File: src/design/adc_capture_pkg.sv
/* Default sizes and shared encodings for the ADC frame capture design.
   FRAME_LENGTH must be a multiple of 4 and fit in 2**BUFFER_ADDR_WIDTH bytes. */

package adc_capture_pkg;

    // Bytes per captured frame
    parameter int FRAME_LENGTH_DEFAULT      = 32;
    // Byte address width of the frame memory
    parameter int BUFFER_ADDR_WIDTH_DEFAULT = 5;
    // clk cycles per SPI clock half period
    parameter int SCLK_DIV_DEFAULT          = 2;

    typedef enum logic [1:0] {
        RX_IDLE,
        RX_SHIFT,
        RX_GAP
    } rx_state_e;

    // Register word offsets inside the register window
    typedef enum logic [1:0] {
        REG_CONTROL     = 2'd0,
        REG_STATUS      = 2'd1,
        REG_FRAME_COUNT = 2'd2
    } wb_reg_e;

    parameter int CTRL_START_BIT = 0;
    parameter int CTRL_CLEAR_BIT = 1;

    parameter int STAT_READY_BIT = 0;
    parameter int STAT_BUSY_BIT  = 1;

endpackage

File: src/design/buffer_rd_if.sv
/* Word read path and frame-ready handshake between host port and frame buffer.
   rd_data is valid one cycle after rd_en. */

`timescale 1ns/1ps

interface buffer_rd_if #(
    parameter int WORD_ADDR_WIDTH = 3
);

    logic                       rd_en;
    logic [WORD_ADDR_WIDTH-1:0] rd_addr;
    logic [31:0]                rd_data;
    logic                       frame_ready;
    logic                       frame_clear;

    modport host (output rd_en, output rd_addr, output frame_clear,
                  input rd_data, input frame_ready);

    modport buffer (input rd_en, input rd_addr, input frame_clear,
                    output rd_data, output frame_ready);

endinterface

File: src/design/spi_sample_rx.sv
/* SPI master for one fixed-length frame, MSB first, sclk idle high, sampled on rising edge.
   No ADC configuration or DOUT/RDY handling; start is ignored while busy. */

`timescale 1ns/1ps

module spi_sample_rx
    import adc_capture_pkg::*;
#(
    parameter int FRAME_LENGTH = FRAME_LENGTH_DEFAULT,
    parameter int SCLK_DIV     = SCLK_DIV_DEFAULT
) (
    input  logic       clk,
    input  logic       rst,
    input  logic       start,
    input  logic       sdi,
    output logic       sclk,
    output logic       cs_n,
    output logic       busy,
    output logic       byte_valid,
    output logic [7:0] byte_data,
    output logic       byte_first
);

    localparam int DIV_WIDTH  = $clog2(SCLK_DIV + 1);
    localparam int BYTE_WIDTH = $clog2(FRAME_LENGTH + 1);

    rx_state_e             state;
    logic [DIV_WIDTH-1:0]  div_cnt;
    logic [2:0]            bit_cnt;
    logic [BYTE_WIDTH-1:0] byte_cnt;
    logic [7:0]            shift_reg;
    logic                  half_done;
    logic                  rise_edge;

    assign half_done = (state == RX_SHIFT) && (div_cnt == SCLK_DIV - 1);
    // sclk is low now, so this half period ends with a rising edge
    assign rise_edge = half_done && !sclk;

    always_ff @(posedge clk) begin
        byte_valid <= 1'b0;
        if (rst) begin
            state      <= RX_IDLE;
            cs_n       <= 1'b1;
            sclk       <= 1'b1;
            busy       <= 1'b0;
            div_cnt    <= '0;
            bit_cnt    <= '0;
            byte_cnt   <= '0;
            byte_first <= 1'b0;
        end else begin
            case (state)
                RX_IDLE: begin
                    if (start) begin
                        state    <= RX_SHIFT;
                        cs_n     <= 1'b0;
                        busy     <= 1'b1;
                        div_cnt  <= '0;
                        bit_cnt  <= '0;
                        byte_cnt <= '0;
                    end
                end
                RX_SHIFT: begin
                    if (half_done) begin
                        div_cnt <= '0;
                        sclk    <= ~sclk;
                    end else begin
                        div_cnt <= div_cnt + 1'b1;
                    end
                    if (rise_edge) begin
                        bit_cnt <= bit_cnt + 3'd1;
                        if (bit_cnt == 3'd7) begin
                            byte_valid <= 1'b1;
                            byte_first <= (byte_cnt == 0);
                            byte_cnt   <= byte_cnt + 1'b1;
                            if (byte_cnt == FRAME_LENGTH - 1) begin
                                state <= RX_GAP;
                            end
                        end
                    end
                end
                RX_GAP: begin
                    // Release chip select one cycle after the last byte
                    cs_n  <= 1'b1;
                    busy  <= 1'b0;
                    state <= RX_IDLE;
                end
                default: state <= RX_IDLE;
            endcase
        end
    end

    // Shift register and output byte
    always_ff @(posedge clk) begin
        if (rise_edge) begin
            shift_reg <= {shift_reg[6:0], sdi};
            if (bit_cnt == 3'd7) begin
                byte_data <= {shift_reg[6:0], sdi};
            end
        end
    end

endmodule

File: src/design/frame_buffer.sv
/* Byte-wide frame memory, always accepts input bytes, word reads are big-endian.
   Read latency 1; frame_ready set takes priority over frame_clear. */

`timescale 1ns/1ps

module frame_buffer #(
    parameter int FRAME_LENGTH      = 32,
    parameter int BUFFER_ADDR_WIDTH = 5
) (
    input  logic       clk,
    input  logic       rst,
    input  logic       byte_valid,
    input  logic [7:0] byte_data,
    input  logic       byte_first,
    buffer_rd_if.buffer rd
);

    logic [7:0] mem [0:2**BUFFER_ADDR_WIDTH-1];

    logic [BUFFER_ADDR_WIDTH-1:0] wr_addr;
    logic [BUFFER_ADDR_WIDTH-1:0] wr_sel;
    logic [BUFFER_ADDR_WIDTH-1:0] rd_base;
    logic                         last_byte;

    // First byte of a frame always lands at address 0
    assign wr_sel = byte_first ? '0 : wr_addr;

    assign last_byte = byte_valid && (wr_sel == FRAME_LENGTH - 1);

    // Write address, wraps at the end of the frame
    always_ff @(posedge clk) begin
        if (rst) begin
            wr_addr <= '0;
        end else if (byte_valid) begin
            if (wr_sel == FRAME_LENGTH - 1) begin
                wr_addr <= '0;
            end else begin
                wr_addr <= wr_sel + 1'b1;
            end
        end
    end

    // Byte write port
    always_ff @(posedge clk) begin
        if (byte_valid) begin
            mem[wr_sel] <= byte_data;
        end
    end

    // Byte address of the first byte in the requested word
    assign rd_base = {rd.rd_addr, 2'b00};

    // Word read port, lowest byte address in the top byte
    always_ff @(posedge clk) begin
        if (rd.rd_en) begin
            rd.rd_data <= {
                mem[rd_base],
                mem[rd_base + 2'd1],
                mem[rd_base + 2'd2],
                mem[rd_base + 2'd3]
            };
        end
    end

    // Frame-ready flag
    always_ff @(posedge clk) begin
        if (rst) begin
            rd.frame_ready <= 1'b0;
        end else if (last_byte) begin
            rd.frame_ready <= 1'b1;
        end else if (rd.frame_clear) begin
            rd.frame_ready <= 1'b0;
        end
    end

endmodule

File: src/design/wb_frame_port.sv
/* Wishbone classic slave with fixed ack latency of 2, SEL ignored, whole-word writes.
   Top address bit selects register window (1) or buffer window (0). */

`timescale 1ns/1ps

module wb_frame_port
    import adc_capture_pkg::*;
#(
    parameter int BUFFER_ADDR_WIDTH = BUFFER_ADDR_WIDTH_DEFAULT
) (
    input  logic                         clk,
    input  logic                         rst,
    input  logic                         wb_cyc,
    input  logic                         wb_stb,
    input  logic                         wb_we,
    input  logic [BUFFER_ADDR_WIDTH-2:0] wb_adr,
    input  logic [31:0]                  wb_dat_w,
    output logic [31:0]                  wb_dat_r,
    output logic                         wb_ack,
    output logic                         start,
    input  logic                         busy,
    buffer_rd_if.host                    rd
);

    logic                         req_new;
    logic                         pending;
    logic                         reg_win;
    logic [BUFFER_ADDR_WIDTH-3:0] reg_sel;
    logic                         ctrl_wr;
    logic [31:0]                  reg_rdata;
    logic                         ready_q;
    logic [7:0]                   frame_count;

    // New request, not already in progress or just acked
    assign req_new = wb_cyc && wb_stb && !pending && !wb_ack;

    assign reg_win = wb_adr[BUFFER_ADDR_WIDTH-2];
    assign reg_sel = wb_adr[BUFFER_ADDR_WIDTH-3:0];
    assign ctrl_wr = pending && wb_we && reg_win && (reg_sel == REG_CONTROL);

    // Buffer read goes out on the first cycle of the access
    assign rd.rd_en   = req_new && !wb_we && !reg_win;
    assign rd.rd_addr = wb_adr[BUFFER_ADDR_WIDTH-3:0];

    always_comb begin
        reg_rdata = '0;
        if (reg_sel == REG_STATUS) begin
            reg_rdata[STAT_READY_BIT] = rd.frame_ready;
            reg_rdata[STAT_BUSY_BIT]  = busy;
        end else if (reg_sel == REG_FRAME_COUNT) begin
            reg_rdata[7:0] = frame_count;
        end
    end

    // Two-cycle access sequence and control pulses
    always_ff @(posedge clk) begin
        if (rst) begin
            pending        <= 1'b0;
            wb_ack         <= 1'b0;
            start          <= 1'b0;
            rd.frame_clear <= 1'b0;
        end else begin
            pending        <= req_new;
            wb_ack         <= pending;
            start          <= ctrl_wr && wb_dat_w[CTRL_START_BIT];
            rd.frame_clear <= ctrl_wr && wb_dat_w[CTRL_CLEAR_BIT];
        end
    end

    always_ff @(posedge clk) begin
        if (pending) begin
            wb_dat_r <= reg_win ? reg_rdata : rd.rd_data;
        end
    end

    // Completed frames, counted on rising frame_ready
    always_ff @(posedge clk) begin
        if (rst) begin
            ready_q     <= 1'b0;
            frame_count <= '0;
        end else begin
            ready_q <= rd.frame_ready;
            if (rd.frame_ready && !ready_q) begin
                frame_count <= frame_count + 8'd1;
            end
        end
    end

endmodule

File: src/design/adc_capture_top.sv
/* ADC frame capture: SPI receive, frame buffer and Wishbone host port.
   FRAME_LENGTH must be a multiple of 4 and at most 2**BUFFER_ADDR_WIDTH. */

`timescale 1ns/1ps

module adc_capture_top
    import adc_capture_pkg::*;
#(
    parameter int FRAME_LENGTH      = FRAME_LENGTH_DEFAULT,
    parameter int BUFFER_ADDR_WIDTH = BUFFER_ADDR_WIDTH_DEFAULT,
    parameter int SCLK_DIV          = SCLK_DIV_DEFAULT
) (
    input  logic                         clk,
    input  logic                         rst,
    input  logic                         wb_cyc,
    input  logic                         wb_stb,
    input  logic                         wb_we,
    input  logic [BUFFER_ADDR_WIDTH-2:0] wb_adr,
    input  logic [31:0]                  wb_dat_w,
    output logic [31:0]                  wb_dat_r,
    output logic                         wb_ack,
    output logic                         sclk,
    output logic                         cs_n,
    input  logic                         sdi
);

    logic       start;
    logic       busy;
    logic       byte_valid;
    logic [7:0] byte_data;
    logic       byte_first;

    buffer_rd_if #(.WORD_ADDR_WIDTH(BUFFER_ADDR_WIDTH - 2)) rd_bus ();

    spi_sample_rx #(.FRAME_LENGTH(FRAME_LENGTH), .SCLK_DIV(SCLK_DIV)) u_rx (
        .clk(clk), .rst(rst), .start(start), .sdi(sdi),
        .sclk(sclk), .cs_n(cs_n), .busy(busy),
        .byte_valid(byte_valid), .byte_data(byte_data), .byte_first(byte_first)
    );

    frame_buffer #(.FRAME_LENGTH(FRAME_LENGTH), .BUFFER_ADDR_WIDTH(BUFFER_ADDR_WIDTH)) u_buf (
        .clk(clk), .rst(rst),
        .byte_valid(byte_valid), .byte_data(byte_data), .byte_first(byte_first),
        .rd(rd_bus.buffer)
    );

    wb_frame_port #(.BUFFER_ADDR_WIDTH(BUFFER_ADDR_WIDTH)) u_wb (
        .clk(clk), .rst(rst),
        .wb_cyc(wb_cyc), .wb_stb(wb_stb), .wb_we(wb_we), .wb_adr(wb_adr),
        .wb_dat_w(wb_dat_w), .wb_dat_r(wb_dat_r), .wb_ack(wb_ack),
        .start(start), .busy(busy), .rd(rd_bus.host)
    );

endmodule

File: config.mk
export PLATFORM = sky130hd
export DESIGN_NAME = adc_capture_top
export DESIGN_NICKNAME = d
export VERILOG_FILES = /design/src/design/adc_capture_pkg.sv /design/src/design/buffer_rd_if.sv /design/src/design/spi_sample_rx.sv /design/src/design/frame_buffer.sv /design/src/design/wb_frame_port.sv /design/src/design/adc_capture_top.sv
export SDC_FILE = /design/constraint.sdc
export NUM_CORES = 1
export LEC_CHECK = 0
export BUFFER_PORTS_ARGS = -buffer_cell sky130_fd_sc_hd__buf_2
export CAP_MARGIN = 30
export CORE_AREA = 5 5 168 170
export DETAILED_ROUTE_END_ITERATION = 7
export DIE_AREA = 0 0 173 175
export GPL_TIMING_DRIVEN = 0
export PLACE_DENSITY_LB_ADDON = 0.2
export SKIP_LAST_GASP = 1
export SLEW_MARGIN = 5
export SYNTH_ARGS = -nofsm -noshare
export SYNTH_HDL_FRONTEND = slang
export SYNTH_HIERARCHICAL = 1
export SYNTH_SLANG_ARGS = --single-unit
File: constraint.sdc
create_clock -name clk -period 3.5 [get_ports clk]
set_clock_uncertainty 0.1 [all_clocks]
set_input_delay 0.7 -clock clk [delete_from_list [all_inputs] [get_ports clk]]
set_output_delay 0.7 -clock clk [all_outputs]
set_load 0.03 [all_outputs]
==> flow_metrics.tcl <==
set metrics [dict create \
    status "finished, final reports clean" \
    diodes 0 \
    ys_async_sr_fraction_pct 0 \
    mostFrequentLayoutCells "edfxtp_1 (335), nor2_1 (53), buf_2 (50)" \
    htreeDepth 2 \
    die_w_um 173 \
    critPathMaxStageDelay_ns 0.80 \
    drc 0 \
    gp_congestion 0.750 \
    fin_area_sq_um 16400 \
    syn_area_sq_um 14400 \
    drtIter0Drc 477 \
    timing.fmax_mhz 420 \
    stdcell_count 1202 \
    netlist_top_cells_area "edfxtp_1 (70%), mux4_1 (7.0%), dfxtp_1 (5.2%), mux4_2 (4.1%), mux2_2 (2.5%)" \
    rsz0062_at_grt "false" \
    fin_setup_tns_ns 0 \
    worst_slew_pin_slew_ns 0.981 \
    grt_overflow 0 \
    cts_resized 0 \
    die_h_um 175 \
    fin_nets 888 \
    fin_crit_ns 2.38 \
    hold_viol_final 0 \
    numClockSinks 372 \
    clockBufferDepth 3 \
    placedCellCount 1136 \
    setup_viol 0 \
    yosys.area.top_type_share_pct 70.1 \
    fin_util_pct 61.5 \
    hold_path.class "in -> reg" \
    syn_inst 743 \
    synth_seq_cells 372 \
    crit_fanout 9 \
    drv_slew 0 \
    drt.antenna.violating_nets 0 \
    worstPathRequired_ns 3.52 \
    arrival_ns 2.40 \
    syn_avg_cell_area_sq_um 19.3 \
    drt_pre_antenna_iters 5 \
    top_regs "u_buf/mem (256), u_buf/rd.rd_data (32), u_wb/wb_dat_r (32)" \
    relSlewSlack_pct 34.6 \
    drive_above_1_share_pct 21.7 \
    critical_path_class "reg -> reg" \
    placed_cell_area_sq_um 15200 \
    antenna_found_initial 0 \
    core_sq_um 26600 \
    regToRegSetupSlack_ns 1.12 \
    synth_cell_type_count 54 \
    p_per_area_nw_per_um2 537 \
    fillers 1846 \
    start_util_pct 54.0 \
    critPathLaunchType "register" \
    cts-root-buf "clkbuf_16" \
    synth_fp_nets 795 \
    wire_per_inst_um 22.2 \
    crit_buf_inv 1 \
    areaGrowthSynthToFinish_pct 13.9 \
    vias_per_cell 5.79 \
    numCtsBuffers 37 \
    synth_top_area_cell "edfxtp_1" \
    largest_reg_flops 256 \
    cts_hold_buf 0 \
    track_usage_pct 17.7 \
    final_common_cell "edfxtp_1" \
    ys.flop_type "edfxtp_1" \
    seq_area_frac_synth_pct 75.2 \
    top_register "u_buf/mem" \
    yosys_warnings 6 \
    power_mw 8.77 \
    io_buffers 46 \
    tritoncts "done" \
    drv_cap 0 \
    cp-end-kind "register" \
    crit_path_top_delay_cell "nor2_1" \
    grt_pass1_vias 7225 \
    clk_latency_ns 0.50 \
    hpwlAfterDp_mm 17.7 \
    path_cells "nor2b_1 -> inv_1 -> ha_1 -> nand2_1 -> nor2_1" \
    wl_mm 26.7 \
    rows 60 \
    dieArea_sq_um 30300 \
    grt_max_degree 35 \
    synth_edf_count 335 \
    grt_pass1_wl_mm 41.4 \
    cp_top_family "simple AND/OR/NAND/NOR gates" \
    p_leak_nw 5.43 \
    ir_worst_vdd_mv 0.314 \
    pin_count 77 \
    num_vias 6956 \
    post-route-period-util_pct 68.1 \
    clk_pin_slew_ns 0.06 \
    cts_setup_buffers 0 \
]
cells in the mapped netlist (2+ instances only):
| cell | n |
|---|---|
| buf_6 | 7 |
| buf_1 | 7 |
| ha_1 | 10 |
| nand2b_1 | 5 |
| o21ai_0 | 11 |
| dfxtp_1 | 37 |
| a311oi_1 | 3 |
| edfxtp_1 | 335 |
| mux2_2 | 32 |
| o21a_1 | 3 |
| a211oi_1 | 4 |
| or3_1 | 4 |
| clkbuf_1 | 9 |
| nor2b_1 | 38 |
| nor2_1 | 53 |
| xnor2_1 | 2 |
| nand2_1 | 23 |
| mux4_2 | 26 |
| or4_1 | 2 |
| nand3_1 | 8 |
| mux4_1 | 38 |
| nor3_1 | 2 |
| a221o_1 | 2 |
| or3_2 | 2 |
| a21oi_1 | 16 |
| inv_1 | 20 |
| buf_2 | 4 |
| and3_1 | 3 |
| buf_4 | 3 |
| and2_1 | 4 |
| mux2i_1 | 4 |
| nor3b_1 | 4 |
worst paths after layout:
kind                                startpoint  cells past startpoint                     endpoint
setup / recovery  u_rx/byte_first$_SDFFE_PP0P_                      5   u_buf/mem[12][3]$_DFFE_PP_
hold / removal                             sdi                      1  u_rx/byte_data[0]$_DFFE_PP_
setup reg to reg  u_rx/byte_first$_SDFFE_PP0P_                      5   u_buf/mem[12][3]$_DFFE_PP_
hold reg to reg         u_rx/cs_n$_SDFFE_PP1P_                      2       u_rx/cs_n$_SDFFE_PP1P_
area by class of cell:
type                    count  area, sq um  area share [%]
plain buffers              31          186            1.14
repair buffers             54          425            2.60
clock buffers              49         1010            6.18
well taps                 341          427            2.61
clock inverters            15          121           0.742
flip-flops and latches    372        10800            66.1
inverters                  20         75.1           0.459
multi-input cells         320         3300            20.2
stage by stage:
stage	hold slack, ns	worst slack (ns)
2_1_floorplan	0.300	0.750
3_3_place_gp	0.306	-0.490
3_5_place_dp	0.316	0.607
4_1_cts	0.276	1.10
5_1_grt	0.287	0.988
6_report	0.296	1.12
report_power, final:
group	leakage [nW]	internal, mW	switching (mW)
logic	1.55	0.124	0.140
clock network	0.558	2.17	1.52
registers	3.32	4.81	0.0108
routing by layer:
metal / up-vias / wire (um) / global-route usage (%) / share of wire, %
met2: 187 / 14100 / 31.6 / 53
li1: 3143 / - / - / -
met3: 42 / 1280 / 3.18 / 4.8
met1: 3584 / 10900 / 22.7 / 41
met4: 0 / 429 / 4.69 / 1.6
met5: - / 0 / 0 / 0
worst reg2reg max path, stage by stage, from the launching register on:
cell     delay (ns)
dfxtp_1        0.51
nor2b_1        0.15
inv_1          0.11
ha_1           0.14
nand2_1        0.19
nor2_1         0.80
cell families (layout without fill, tap and decap cells):
group | Yosys count | count (layout) | share of synthesized area [%]
and+or+nand+nor | 160 | 160 | 5.96
xor gates and xnor gates | 2 | 2 | 0.122
buffers and inverters | 51 | 169 | 1.82
DFF | 372 | 372 | 75.2
AOI/OAI and AO/OA | 48 | 48 | 2.16
muxes | 100 | 100 | 13.8
adders and majority gates | 10 | 10 | 0.872
No activity file was read; power rests on OpenSTA's default activity.
